$ cat src/mem_settings.svh
`ifndef MEM_SETTINGS_SVH
`define MEM_SETTINGS_SVH

// SRAM chip geometry
`define MEM_ADDR_W 18
`define MEM_DATA_W 16

// Phase length field and its reset value
`define WAIT_W 4
`define DEF_WAIT 1

// APB register map
`define APB_ADDR_W 4
`define REG_CTRL 0
`define REG_STAT 4

// Per-port access counters
`define CNT_W 16

`endif

$ cat src/mem_pkg.sv
`include "mem_settings.svh"

package mem_pkg;

	////////////////////////////////////////////////////////////
	// Controller FSM
	////////////////////////////////////////////////////////////

	// One access walks SETUP, STROBE, FINISH
	typedef enum logic [1:0] {
		IDLE   = 2'd0,
		SETUP  = 2'd1,
		STROBE = 2'd2,
		FINISH = 2'd3
	} sram_state_e;

	////////////////////////////////////////////////////////////
	// Configuration from the register block
	////////////////////////////////////////////////////////////

	// Same bit order as the CTRL register
	typedef struct packed {
		logic [`WAIT_W-1:0] wait_cnt;
		logic               en;
	} sram_cfg_t;

endpackage

$ cat src/sram_cfg_regs.sv
`timescale 1ns/1ps
`include "mem_settings.svh"

module sram_cfg_regs (
	input  logic                   clk,
	input  logic                   rst,

	input  logic                   psel,
	input  logic                   penable,
	input  logic                   pwrite,
	input  logic [`APB_ADDR_W-1:0] paddr,
	input  logic [31:0]            pwdata,
	output logic [31:0]            prdata,
	output logic                   pready,

	output mem_pkg::sram_cfg_t     cfg,
	input  logic                   fetch_hit,
	input  logic                   exec_hit
);

	localparam logic [`APB_ADDR_W-1:0] CTRL_OFS = `APB_ADDR_W'(`REG_CTRL);
	localparam logic [`APB_ADDR_W-1:0] STAT_OFS = `APB_ADDR_W'(`REG_STAT);

	logic              wr_en;
	logic              stat_clr;
	logic [`CNT_W-1:0] fetch_cnt;
	logic [`CNT_W-1:0] exec_cnt;

	// Counters stick at all ones
	function automatic logic [`CNT_W-1:0] sat_inc(input logic [`CNT_W-1:0] v, input logic hit);
		return (hit && v != '1) ? v + 1'b1 : v;
	endfunction

	// No wait states
	assign pready   = 1'b1;
	assign wr_en    = psel & penable & pwrite;
	assign stat_clr = wr_en && (paddr == STAT_OFS);

	////////////////////////////////////////////////////////////
	// CTRL register
	////////////////////////////////////////////////////////////

	always_ff @(posedge clk or negedge rst) begin
		if (!rst) begin
			cfg <= {`WAIT_W'(`DEF_WAIT), 1'b1};
		end else if (wr_en && paddr == CTRL_OFS) begin
			cfg <= pwdata[`WAIT_W:0];
		end
	end

	////////////////////////////////////////////////////////////
	// Access counters
	////////////////////////////////////////////////////////////

	always_ff @(posedge clk or negedge rst) begin
		if (!rst) begin
			fetch_cnt <= '0;
			exec_cnt  <= '0;
		end else if (stat_clr) begin
			fetch_cnt <= '0;
			exec_cnt  <= '0;
		end else begin
			fetch_cnt <= sat_inc(fetch_cnt, fetch_hit);
			exec_cnt  <= sat_inc(exec_cnt, exec_hit);
		end
	end

	// Read mux
	always_comb begin
		prdata = '0;
		if (psel) begin
			case (paddr)
				CTRL_OFS: prdata[`WAIT_W:0] = cfg;
				STAT_OFS: prdata = {exec_cnt, fetch_cnt};
				default:  prdata = '0;
			endcase
		end
	end

endmodule

$ cat config.mk
export PLATFORM = sky130hd
export DESIGN_NAME = sram_cfg_regs
export DESIGN_NICKNAME = d
export VERILOG_FILES = /design/src/mem_pkg.sv /design/src/sram_cfg_regs.sv
export VERILOG_INCLUDE_DIRS = /design/src /design/src/src
export SDC_FILE = /design/constraint.sdc
export NUM_CORES = 1
export LEC_CHECK = 0
export BUFFER_PORTS_ARGS = -buffer_cell sky130_fd_sc_hd__clkbuf_2
export CORE_ASPECT_RATIO = 1.4
export CORE_MARGIN = 1
export CORE_UTILIZATION = 40
export CTS_BUF_LIST = sky130_fd_sc_hd__clkbuf_4 sky130_fd_sc_hd__clkbuf_8
export CTS_CLUSTER_DIAMETER = 80
export CTS_CLUSTER_SIZE = 30
export DETAILED_ROUTE_END_ITERATION = 12
export PLACE_DENSITY_LB_ADDON = 0.1
export SETUP_SLACK_MARGIN = 0.05
export SLEW_MARGIN = 20
export SYNTH_ARGS = -nofsm -noshare
export SYNTH_HDL_FRONTEND = slang
export SYNTH_SLANG_ARGS = --single-unit
export TNS_END_PERCENT = 100
$ cat constraint.sdc
create_clock -name clk -period 2.25 [get_ports clk]
set_input_delay 0.675 -clock clk [delete_from_list [all_inputs] [get_ports clk]]
set_output_delay 0.675 -clock clk [all_outputs]
set_load 0.1 [all_outputs]
* Word-level counts from Yosys, hierarchy flattened
Cells that the tools add are included.
W data, S select, Z words.
** Operators by class
- Reduce and logical (&&, ||, !) cells :: 7
- Bitwise logic cells :: 2
- Equality and inequality tests :: 3
- Muxes and demuxes :: 7
- Add/sub/neg operators :: 2
** Operators with widths (number)
- $mux W16 :: 4
- $add A16 B1 Y16 const B :: 2
- $mux W32 :: 1
- $ne A16 B16 Y1 const B :: 2
- $mux W27 :: 1
- $pmux W5 S2 :: 1
- $eq A4 B3 Y1 const B :: 1
- $logic_and A1 B1 Y1 :: 4
- $logic_not A4 Y1 :: 1
- $reduce_bool A2 Y1 :: 2
- $and A1 B1 Y1 :: 2
** Word-level totals
- Register bits :: 37
- Output and inout bits :: 38
- Bits of input ports :: 43
- Logic and storage cells :: 25

* Depth between registers and ports, before layout
Gate-level depths: netlist of run 1.
- Depth after elaboration :: 4
- Mapped depth :: 6
- Gate-level depth less buffers :: 5

* Worst setup path after synthesis of run 1
OpenSTA, ideal clock, no wires.
- Path kind :: in2out
- From :: input paddr[1]
- To :: output prdata[11]
- Required time :: 1.575 ns
- Path slack :: -0.710 ns
- Buffers on the path :: 2
- Arrival :: 2.285 ns
- Stages on the path :: 4
- Cell sequence :: nor4b_2 clkbuf_1 clkbuf_1 and3_1
** On the way
- Longest elaborated chain between the ends :: 3
** Ends and longest elaborated chain
- start, declared :: RTL line sram_cfg_regs.sv:11 : input logic [`APB_ADDR_W-1:0] paddr,
- $eq A4 B3 Y1 :: RTL line sram_cfg_regs.sv:72 : case (paddr)
- $mux W27 :: RTL line sram_cfg_regs.sv:72
- $mux W32 :: RTL line sram_cfg_regs.sv:71 : if (psel) begin
- end, declared :: RTL line sram_cfg_regs.sv:13 : output logic [31:0] prdata,
No other way between the ends.

* Worst setup path in the final report of run 1
- From :: input paddr[3]
- To :: output prdata[14]
Same word-level chain as after synthesis.

==> results of run 1 <==
-- registers in the layout (all words and copies together) (netlist names) --
signal	cells
exec_cnt	16
fetch_cnt	16
cfg	5
-- worst max-delay path, delay by kind of cell --
kind,cells,cell delay [ns]
buf+inv,5,0.68
simple gates,2,0.44
-- metal layers --
metal | global-route usage | part of all wire | wire length (um)
met5 | 0 | 0 | 0
met4 | 0.07801 | 0.018 | 108
met3 | 0.03883 | 0.035 | 212
met2 | 0.3762 | 0.54 | 3270
met1 | 0.2301 | 0.41 | 2457
-- cell type report --
| cell class | count | area, um2 |
|---|---|---|
| tap | 70 | 87.58 |
| inverter | 4 | 15.01 |
| clock buffer | 7 | 90.09 |
| fill | 498 | 2247 |
| timing repair buffer | 68 | 898.4 |
| sequential | 37 | 928.4 |
| multi-input combinational | 207 | 1525 |
| clock inverter | 1 | 30.03 |
-- what timing repair did --
action                                  in CTS  in global routing
pin swaps                                    0                  3
buffers inserted                             1                  2
gates resized for setup                      4                  9
endpoints found under the setup margin      32                 32
gates cloned                                 0                  1
-- cells in the mapped netlist (6+ instances only) --
master                     count  area share
sky130_fd_sc_hd__o21ai_0       6       0.013
sky130_fd_sc_hd__nand3_1      12       0.025
sky130_fd_sc_hd__or4_1         7       0.022
sky130_fd_sc_hd__nor3_1        6       0.013
sky130_fd_sc_hd__dfrtp_1      35        0.36
sky130_fd_sc_hd__mux2i_1      11       0.046
sky130_fd_sc_hd__and3_1       33       0.086
sky130_fd_sc_hd__a21oi_1      20       0.042
sky130_fd_sc_hd__nand4_1       9       0.023
sky130_fd_sc_hd__clkbuf_1     12       0.019
sky130_fd_sc_hd__a211oi_1      6       0.019
sky130_fd_sc_hd__nand2b_1      9       0.023
sky130_fd_sc_hd__nand2_1      25       0.039
-- cell usage in the layout (no fill, tap or decap), types with 11 or more instances in the layout --
cell type,instances
sky130_fd_sc_hd__dfrtp_1,35
sky130_fd_sc_hd__nand2_1,25
sky130_fd_sc_hd__clkbuf_2,19
sky130_fd_sc_hd__and3_4,25
sky130_fd_sc_hd__buf_4,11
sky130_fd_sc_hd__nand3_1,12
sky130_fd_sc_hd__buf_12,33
sky130_fd_sc_hd__mux2i_1,11
sky130_fd_sc_hd__a21oi_1,20
-- path summary, 6_finish.rpt --
kind | end | slack (ns) | cells past startpoint
min in group clk | fetch_cnt[5] | 0.56 | 2
max in group asynchronous | cfg[1] | 1.46 | 2
worst min-delay path | exec_cnt[3] | 0.42 | 2
worst min register to register | fetch_cnt[5] | 0.56 | 2
worst max register to register | exec_cnt[10] | 0.37 | 5
worst max-delay path | prdata[14] | -0.23 | 7
-- kinds of logic after synthesis --
family | Yosys count
buf+inv | 25
fa+ha+maj | 2
flops | 37
compound gates | 57
mux | 16
simple gates | 131
other cells | 1
-- metrics by stage --
step           hold WS (ns)  instance area [um2]
6_report             0.4238                 3575
5_1_grt              0.4823                 3575
4_1_cts              0.4419                 3530
3_5_place_dp         0.5529                 3387
3_3_place_gp         0.5346                 3387
2_1_floorplan        0.3794                 2603
-- power groups by stage --
stage                     registers [mW]  clock network, mW  logic (mW)
final                              0.994              0.625       0.604
after global routing                1.02              0.659       0.664
after CTS                          0.993              0.639       0.601
after detailed placement            1.00                  0       0.596
after global placement             0.998                  0       0.580
after floorplan                     1.03                  0       0.404
==> insert_results.sql, run 1 <==
INSERT INTO impl_metrics (metric_group, metric, value, unit) VALUES
('outcome', 'run_status', 'finished, violations left', ''),
('outcome', 'violated_checks', 'negative setup slack', ''),
('cells_and_area', 'number_of_antenna_cells_inserted', '0', ''),
('timing', 'fin_crit', '2.478', 'ns'),
('timing', 'setup_ws', '-0.2281', 'ns'),
('timing', 'achievable-frequency', '403.5', 'MHz'),
('die', 'floorplan.initialDensity', '0.4124', ''),
('routing', 'initialDrtViolationCount', '105', ''),
('grt', 'gr-usage-all-layers', '0.2075', ''),
('synthesis', 'yosysUniqueCellTypes', '47', ''),
('cells_and_area', 'final_nets', '368', ''),
('setup_path', 'cpPeakStageDelay', '0.25', 'ns'),
('grt', 'antenna_found_initial', '0', ''),
('setup_path', 'cp.required', '1.57', 'ns'),
('cells_and_area', 'final-instance-count-excl-fill', '394', ''),
('power', 'total_switching_power', '0.8188', 'mW'),
('synthesis', 'synthArstFlopShare', '1.000', ''),
('die', 'core_region_area', '5822', 'um2'),
('grt', 'grt_pass1_wl', '9887', 'um'),
('grt', 'grt_max_degree', '38', ''),
('grt', 'grt.overflow.total', '0', ''),
('clock_network', 'maximum_clock_insertion_buffer_count', '2', ''),
('die', 'die_area', '6321', 'um2'),
('routing', 'route.detailed.wl_per_inst', '15.35', 'um'),
('synthesis', 'synth_compound_area_frac', '0.1574', ''),
('setup_path', 'critPathMaxFanout', '9', ''),
('die', 'top_level_ports', '81', ''),
('power', 'power_leakage', '1.529', 'nW'),
('timing', 'timing_max_transition_violations_final', '0', ''),
('routing', 'detailedRoute.firstPassIterationCount', '4', ''),
('synthesis', 'synth_warn', '0', ''),
('synthesis', 'synth.mux.area_fraction', '0.06931', ''),
('power', 'p_seq_frac', '0.447', ''),
('die', 'die_wd', '67.48', 'um'),
('synthesis', 'synthCells', '269', ''),
('synthesis', 'synth_top_family_by_area', 'simple AND/OR/NAND/NOR gates', ''),
('setup_path', 'worst_setup_path_start_kind', 'input port', ''),
('routing', 'drt-total-wl', '6048', 'um'),
('power', 'power_frac_clock', '0.281', ''),
('routing', 'num_vias', '2281', ''),
('setup_path', 'cp-end-kind', 'output port', ''),
('flow_run', 'drv.max_cap_violation_count', '0', ''),
('die', 'placementRows', '33', ''),
('timing', 'totalNegativeSetupSlack', '-5.617', 'ns'),
('setup_path', 'worst_ep_arrival_time', '1.80', 'ns'),
('routing', 'drcViolationCount', '0', ''),
('timing', 'skew', '0.005567', 'ns'),
('timing', 'relSlewSlack', '0.6421', ''),
('setup_path', 'cpMaxStageDelayCell', 'sky130_fd_sc_hd__nor4b_4', ''),
('synthesis', 'synth-adder-area-share', '0.01042', ''),
('synthesis', 'synth_edf_count', '0', ''),
('place', 'port_buffers', '52', ''),
('power', 'power.density_cell_area', '621.6', 'nW/um2'),
('place', 'place.gp.congestion', '0.8048', ''),
('timing', 'setup_viol_count_final', '32', ''),
('power', 'switching_fraction', '0.3685', ''),
('routing', 'routed_via_density', '5.789', ''),
('setup_path', 'critPathLaunch', 'paddr[3]', ''),
('worst_hold_path', 'timing.hold.worst.class', 'input port to asynchronous set/reset pin', ''),
('die', 'die_height', '93.67', 'um'),
('cells_and_area', 'finalCoreUtilization', '0.6140', ''),
('power', 'p_int', '1.403', 'mW'),
('synthesis', 'synth_nets', '314', ''),
('clock_network', 'latest_clock_arrival_within_the_worst_skew_pair', '0.29', 'ns'),
('synthesis', 'seq_cells_post_synth', '37', ''),
('clock_network', 'htree_levels', '2', ''),
('setup_path', 'cells_along_the_critical_path', 'buf_6 -> nor4b_4 -> buf_4 -> buf_4 -> buf_8 -> and3_4 -> buf_12', ''),
('synthesis', 'syn_area_per_cell', '8.926', 'um2'),
('grt', 'number_of_global_route_vias_before_repair', '2172', ''),
('clock_network', 'tritoncts_num_sinks', '37', ''),
('routing', 'antenna_violating_nets_post_route', '0', '');
Note: power is estimated with default switching activity, not from simulation.
==> inputs of run 2 (changes only) <==
--- a/config.mk
+++ b/config.mk
@@ -6,7 +6,7 @@
 export SDC_FILE = /design/constraint.sdc
 export NUM_CORES = 1
 export LEC_CHECK = 0
-export BUFFER_PORTS_ARGS = -buffer_cell sky130_fd_sc_hd__clkbuf_2
+export BUFFER_PORTS_ARGS = -buffer_cell sky130_fd_sc_hd__buf_2
 export CORE_ASPECT_RATIO = 1.4
 export CORE_MARGIN = 1
 export CORE_UTILIZATION = 40
@@ -14,7 +14,7 @@
 export CTS_CLUSTER_DIAMETER = 80
 export CTS_CLUSTER_SIZE = 30
 export DETAILED_ROUTE_END_ITERATION = 12
-export PLACE_DENSITY_LB_ADDON = 0.1
+export PLACE_DENSITY = 0.72
 export SETUP_SLACK_MARGIN = 0.05
 export SLEW_MARGIN = 20
 export SYNTH_ARGS = -nofsm -noshare
==> run 2 against run 1 <==
  * The flow still finishes with violations (negative setup slack)
  * Global-route usage is 0.085 points lower
  * Core utilization is 1.1 points lower
  * Count of clock-buffer cells in the layout stayed put
  * Final cell count is 1.0% lower
  * Clock power is 23% lower
  * Critical path type unchanged
  * Largest cell class unchanged
==> insert_results.sql, run 2 (synthesis results as in run 1) <==
INSERT INTO impl_metrics (metric_group, metric, value, unit) VALUES
('power', 'ir_worst_vdd', '496.5', 'uV'),
('setup_path', 'cpMaxStageDelayCell', 'sky130_fd_sc_hd__nor4b_4', ''),
('cells_and_area', 'mostFrequentLayoutCells', '35 x sky130_fd_sc_hd__dfrtp_1, 33 x sky130_fd_sc_hd__buf_12, 25 x sky130_fd_sc_hd__and3_4, 25 x sky130_fd_sc_hd__nand2_1, 20 x sky130_fd_sc_hd__a21oi_1', ''),
('setup_path', 'cells_along_the_critical_path', 'buf_6 -> nor4b_4 -> buf_4 -> and2_4 -> a22o_4 -> buf_12', ''),
('power', 'power.total', '2.091', 'mW'),
('cells_and_area', 'finalCoreUtilization', '0.6033', ''),
('place', 'dpl_cell_area', '3367', 'um2'),
('routing', 'num_vias', '2327', ''),
('timing', 'grt_setup_unrepaired', 'true', ''),
('setup_path', 'worst_setup_path_start_kind', 'input port', ''),
('cells_and_area', 'top_regs', 'exec_cnt x16, fetch_cnt x16, cfg x5', ''),
('place', 'hpwl', '4463', 'um'),
('setup_path', 'cp-end-kind', 'output port', ''),
('grt', 'gr-usage-all-layers', '0.2067', ''),
('die', 'placementRows', '33', ''),
('setup_path', 'cpPeakStageDelay', '0.33', 'ns'),
('clock_network', 'htree_levels', '2', ''),
('clock_network', 'latest_clock_arrival_within_the_worst_skew_pair', '0.29', 'ns'),
('clock_network', 'holdBufCountCts', '0', ''),
('timing', 'setup_viol_count_final', '32', ''),
('die', 'die_height', '93.67', 'um'),
('grt', 'antenna_found_initial', '0', ''),
('setup_path', 'critical-path-top-delay-family', 'simple AND/OR/NAND/NOR gates', ''),
('cells_and_area', 'area_growth_syn_to_layout', '46.27', '%'),
('timing', 'finalHoldViolCount', '0', ''),
('setup_path', 'cp.required', '1.57', 'ns'),
('grt', 'grt.overflow.total', '0', ''),
('clock_network', 'maximum_clock_insertion_buffer_count', '2', ''),
('timing', 'totalNegativeSetupSlack', '-5.822', 'ns'),
('routing', 'initialDrtViolationCount', '109', ''),
('timing', 'setup_ws', '-0.2204', 'ns'),
('timing', 'timing_max_transition_violations_final', '0', ''),
('clock_network', 'cts_bufs_inserted', '5', ''),
('timing', 'fin_crit', '2.470', 'ns'),
('grt', 'number_of_global_route_vias_before_repair', '2226', ''),
('clock_network', 'tritoncts_num_sinks', '37', ''),
('place', 'port_buffers', '52', ''),
('worst_hold_path', 'timing.hold.worst.class', 'input port to asynchronous set/reset pin', ''),
('grt', 'grt_pass1_wl', '9901', 'um'),
('cells_and_area', 'final_common_cell', 'sky130_fd_sc_hd__dfrtp_1', ''),
('clock_network', 'clk_pin_slew_worst_paths', '0.08', 'ns'),
('timing', 'skew', '0.008173', 'ns'),
('place', 'place.gp.congestion', '0.9250', ''),
('die', 'core_region_area', '5822', 'um2'),
('die', 'die_area', '6321', 'um2'),
('timing', 'relSlewSlack', '0.6356', ''),
('routing', 'drt-total-wl', '6077', 'um'),
('setup_path', 'path_class', 'input port to output port', ''),
('die', 'floorplan.initialDensity', '0.4124', ''),
('cells_and_area', 'drive_above_1_share', '0.3656', ''),
('flow_run', 'drv.max_cap_violation_count', '0', ''),
('setup_path', 'critPathMaxFanout', '5', ''),
('outcome', 'violated_checks', 'negative setup slack', ''),
('power', 'power_leakage', '1.498', 'nW'),
('cells_and_area', 'number_of_antenna_cells_inserted', '0', ''),
('routing', 'route.detailed.wl_per_inst', '15.58', 'um'),
('routing', 'routed_via_density', '5.967', ''),
('die', 'die_wd', '67.48', 'um'),
('routing', 'drcViolationCount', '0', ''),
('grt', 'grt_max_degree', '27', ''),
('timing', 'achievable-frequency', '404.8', 'MHz'),
('setup_path', 'timing.critical_path.buf_inv', '3', ''),
('cells_and_area', 'design_area_final', '3512', 'um2'),
('cells_and_area', 'final_nets', '365', ''),
('timing', 'fin_crit_sh', '1.098', ''),
('routing', 'detailedRoute.firstPassIterationCount', '4', ''),
('timing', 'worstMarginPinSlew', '0.5425', 'ns'),
('outcome', 'run_status', 'finished, violations left', ''),
('clock_network', 'clk_root_buffer_cell', 'sky130_fd_sc_hd__clkbuf_8', ''),
('clock_network', 'cts_tree', 'yes', ''),
('routing', 'antenna_violating_nets_post_route', '0', ''),
('place', 'place_worst_setup_slack', '-0.2901', 'ns'),
('power', 'power.density_cell_area', '595.3', 'nW/um2'),
('die', 'top_level_ports', '81', ''),
('setup_path', 'worst_ep_arrival_time', '1.80', 'ns');
run 2: stage by stage:
stage / std cells / hold slack (ns)
2_1_floorplan: 269 / 0.3794
3_3_place_gp: 381 / 0.5337
3_5_place_dp: 381 / 0.5460
4_1_cts: 390 / 0.3726
5_1_grt: 390 / 0.4074
6_report: 390 / 0.3568
run 2: final timing paths:
check | start | to | slack (ns) | cells past startpoint
setup / recovery | paddr[0] | prdata[1] | -0.22 | 6
hold / removal | rst | exec_cnt[1] | 0.36 | 1
setup reg to reg | exec_cnt[0] | exec_cnt[8] | 0.22 | 5
hold reg to reg | fetch_cnt[5] | fetch_cnt[5] | 0.56 | 2
max in group asynchronous | rst | cfg[0] | 1.29 | 2
min in group clk | fetch_cnt[5] | fetch_cnt[5] | 0.56 | 2
run 2: repair_timing:
action / CTS / global route
endpoints found under the setup margin: 32 / 32
setup buffers: 2 / 0
cloned: 0 / 0
pin swaps: 6 / 9
resized for setup: 6 / 0
run 2: per-layer routing:
layer / up-vias / GRT usage / wire (um)
met4: 0 / 0.1011 / 200
met3: 17 / 0.02791 / 226
met5: - / 0 / 0
met1: 1120 / 0.2189 / 2288
li1: 1105 / - / -
met2: 85 / 0.3820 / 3361
run 2: layout make-up:
class / count / area [um2]
multi-input cells: 207 / 1524
repair buffers: 65 / 867.1
clock buffers: 7 / 90.09
fillers: 453 / 2310
flip-flops and latches: 37 / 928.4
well taps: 70 / 87.58
inverters: 4 / 15.01
run 2: worst register-to-register path, stage by stage, from the launching register on:
cell and delay, ns:
sky130_fd_sc_hd__dfrtp_1 0.42, sky130_fd_sc_hd__ha_1 0.25, sky130_fd_sc_hd__nand2_1 0.12, sky130_fd_sc_hd__or2_0 0.37, sky130_fd_sc_hd__or4_1 0.58, sky130_fd_sc_hd__a21oi_1 0.20
run 2: where the power goes:
part | switching [mW] | total [mW] | internal, mW
combinational | 0.379 | 0.611 | 0.232
clock | 0.226 | 0.481 | 0.255
sequential | 0.200 | 0.999 | 0.799
==> inputs of run 3 (changes only) <==
--- a/config.mk
+++ b/config.mk
@@ -14,7 +14,7 @@
 export CTS_CLUSTER_DIAMETER = 80
 export CTS_CLUSTER_SIZE = 30
 export DETAILED_ROUTE_END_ITERATION = 12
-export PLACE_DENSITY = 0.72
+export PLACE_DENSITY = 0.7
 export SETUP_SLACK_MARGIN = 0.05
 export SLEW_MARGIN = 20
 export SYNTH_ARGS = -nofsm -noshare
==> constraint.sdc (replaced) <==
create_clock -name clk -period 2.3 [get_ports clk]
set_input_delay 0.69 -clock clk [delete_from_list [all_inputs] [get_ports clk]]
set_output_delay 0.69 -clock clk [all_outputs]
set_load 0.1 [all_outputs]
==> run 3 against run 2 <==
  * The flow still finishes with violations (negative setup slack)
  * First-iteration DRC count is 0.92% higher
  * Combinational power is 2% lower
  * Count of clock-buffer cells in the layout stayed put
  * Register-to-register slack better by 0.16 ns
  * Worst setup slack worse by 0.014 ns
  * Non-clock buffer count is 3 higher
  * Clock power is 6.4% higher
  * Core utilization is 1.5 points higher
  * Largest cell class unchanged
  * Highest routed layer unchanged
==> insert_results.sql, run 3 (synthesis results as in run 1) <==
INSERT INTO impl_metrics (metric_group, metric, value, unit) VALUES
('outcome', 'run_status', 'finished, violations left', ''),
('outcome', 'violated_checks', 'negative setup slack', ''),
('clock_network', 'htree_levels', '2', ''),
('setup_path', 'r2r.worst_path.cells', '5', ''),
('routing', 'detailedRoute.firstPassIterationCount', '4', ''),
('place', 'placed_cells', '380', ''),
('routing', 'drt-total-wl', '6198', 'um'),
('power', 'switching_fraction', '0.3836', ''),
('die', 'die_wd', '67.48', 'um'),
('routing', 'antenna_violating_nets_post_route', '0', ''),
('power', 'p_seq_frac', '0.466', ''),
('clock_network', 'cts_bufs_inserted', '5', ''),
('setup_path', 'timing.critical_path.mode_cell', 'sky130_fd_sc_hd__buf_6', ''),
('power', 'power_leakage', '1.528', 'nW'),
('grt', 'antenna_found_initial', '0', ''),
('timing', 'finalHoldViolCount', '0', ''),
('setup_path', 'cp.required', '1.61', 'ns'),
('power', 'power.density_cell_area', '578.8', 'nW/um2'),
('clock_network', 'clk_pin_slew_worst_paths', '0.08', 'ns'),
('die', 'floorplan.initialDensity', '0.4124', ''),
('timing', 'fin_crit', '2.534', 'ns'),
('grt', 'grt_max_degree', '27', ''),
('timing', 'grt_setup_unrepaired', 'true', ''),
('clock_network', 'cts_tree', 'yes', ''),
('routing', 'initialDrtViolationCount', '110', ''),
('timing', 'relSlewSlack', '0.6334', ''),
('routing', 'num_vias', '2353', ''),
('routing', 'route.detailed.wl_per_inst', '15.73', 'um'),
('place', 'hpwl', '4376', 'um'),
('setup_path', 'cp-end-kind', 'output port', ''),
('setup_path', 'timing.critical_path.buf_inv', '4', ''),
('timing', 'skew', '0.006639', 'ns'),
('clock_network', 'maximum_clock_insertion_buffer_count', '2', ''),
('die', 'die_height', '93.67', 'um'),
('grt', 'grt.overflow.total', '0', ''),
('cells_and_area', 'number_of_antenna_cells_inserted', '0', ''),
('clock_network', 'latest_clock_arrival_within_the_worst_skew_pair', '0.29', 'ns'),
('clock_network', 'clk_root_buffer_cell', 'sky130_fd_sc_hd__clkbuf_8', ''),
('clock_network', 'tritoncts_num_sinks', '37', ''),
('cells_and_area', 'final_common_cell', 'sky130_fd_sc_hd__dfrtp_1', ''),
('power', 'power.total', '2.083', 'mW'),
('die', 'die_area', '6321', 'um2'),
('cells_and_area', 'mostFrequentLayoutCells', '35 x sky130_fd_sc_hd__dfrtp_1, 33 x sky130_fd_sc_hd__buf_12, 27 x sky130_fd_sc_hd__and3_4', ''),
('setup_path', 'rrSetupSlack', '0.38', 'ns'),
('timing', 'worstMarginPinSlew', '0.5458', 'ns'),
('cells_and_area', 'final-instance-count-excl-fill', '394', ''),
('cells_and_area', 'final.fill_count', '470', ''),
('cells_and_area', 'final_nets', '368', ''),
('setup_path', 'critPathMaxFanout', '7', ''),
('grt', 'number_of_global_route_vias_before_repair', '2313', ''),
('clock_network', 'holdBufCountCts', '0', ''),
('setup_path', 'cells_along_the_critical_path', 'buf_6 -> nor4b_4 -> buf_6 -> buf_6 -> and2_4 -> a22o_4 -> buf_12', ''),
('die', 'top_level_ports', '81', ''),
('setup_path', 'cpMaxStageDelayCell', 'sky130_fd_sc_hd__nor4b_4', ''),
('power', 'ir_worst_vdd', '489.7', 'uV'),
('setup_path', 'critical_path.reg2reg.startpoint', 'exec_cnt[0]', ''),
('setup_path', 'worst_setup_path_start_kind', 'input port', ''),
('cells_and_area', 'area_growth_syn_to_layout', '49.87', '%'),
('flow_run', 'drv.max_cap_violation_count', '0', ''),
('power', 'power_frac_clock', '0.246', ''),
('die', 'core_region_area', '5822', 'um2'),
('timing', 'setup_viol_count_final', '32', ''),
('place', 'place_worst_setup_slack', '-0.3326', 'ns'),
('timing', 'totalNegativeSetupSlack', '-5.809', 'ns'),
('timing', 'fin_crit_sh', '1.102', ''),
('power', 'combPwrFrac', '0.288', ''),
('die', 'placementRows', '33', ''),
('timing', 'setup_ws', '-0.2340', 'ns'),
('timing', 'achievable-frequency', '394.6', 'MHz'),
('power', 'p_int', '1.284', 'mW'),
('grt', 'gr-usage-all-layers', '0.2163', ''),
('setup_path', 'worst_ep_arrival_time', '1.84', 'ns'),
('setup_path', 'r2r_end', 'exec_cnt[10]', ''),
('setup_path', 'path_class', 'input port to output port', ''),
('place', 'place.gp.congestion', '0.9381', ''),
('timing', 'timing_max_transition_violations_final', '0', ''),
('routing', 'routed_via_density', '5.972', ''),
('cells_and_area', 'finalCoreUtilization', '0.6181', ''),
('grt', 'grt_pass1_wl', '10470', 'um'),
('routing', 'drcViolationCount', '0', ''),
('cells_and_area', 'drive_above_1_share', '0.3765', ''),
('power', 'total_switching_power', '0.7990', 'mW'),
('worst_hold_path', 'timing.hold.worst.class', 'input port to asynchronous set/reset pin', ''),
('setup_path', 'critical-path-top-delay-family', 'buffers and inverters', ''),
('cells_and_area', 'top_regs', 'exec_cnt x16, fetch_cnt x16, cfg x5', ''),
('setup_path', 'cpPeakStageDelay', '0.26', 'ns'),
('place', 'port_buffers', '52', '');
run 3: cell types whose count changed in the layout (fill, tap and decap cells not counted), sizes merged:
cell / before / now
clkbuf: 7 / 8
clkinv: 0 / 1
buf: 65 / 67
run 3: worst max path at each step:
stage | startpoint | endpoint | slack (ns) | cells past startpoint
after floorplan | paddr[1] | prdata[12] | -0.12 | 4
after global placement | paddr[1] | prdata[9] | -0.29 | 5
after detailed placement | paddr[1] | prdata[8] | -0.33 | 5
after CTS | paddr[3] | prdata[1] | -0.22 | 7
after global routing | paddr[0] | prdata[2] | -0.28 | 7
final | paddr[0] | prdata[1] | -0.23 | 7
run 3: layout make-up:
cell class / instances / area (um2) / area share
multi-input cells: 207 / 1533 / 0.4259
inverters: 4 / 15.01 / 0.004172
repair buffers: 68 / 933.4 / 0.2594
well taps: 70 / 87.58 / 0.02434
flip-flops and latches: 37 / 928.4 / 0.2580
clock inverters: 1 / 5.005 / 0.001391
clock buffers: 7 / 96.34 / 0.02677
run 3: timing repair:
item                       CTS  global route
resized for setup           16             2
pin swaps                    3             2
setup endpoints to repair   32            32
buffers inserted             4             0
gates cloned                 2             1
run 3: through the flow:
stage / hold slack, ns / instance area [um2]
6_report: 0.3712 / 3598
5_1_grt: 0.3978 / 3598
4_1_cts: 0.3817 / 3593
3_5_place_dp: 0.5570 / 3359
3_3_place_gp: 0.5364 / 3359
2_1_floorplan: 0.3944 / 2603
run 3: layer usage:
metal,global-route usage,vias up,share of wire
li1,-,1114,-
met1,0.2440,1144,0.39
met5,0,-,0
met3,0.04490,9,0.043
met4,0.07801,0,0.015
met2,0.3861,86,0.55
run 3: power groups by stage:
stage               clock network [mW]  logic (mW)  registers, mW
detailed placement                   0       0.587          0.976
global placement                     0       0.559          0.973
floorplan                            0       0.395           1.01
finish                           0.512       0.600          0.971
global route                     0.558       0.659          0.999
CTS                              0.517       0.602          0.965
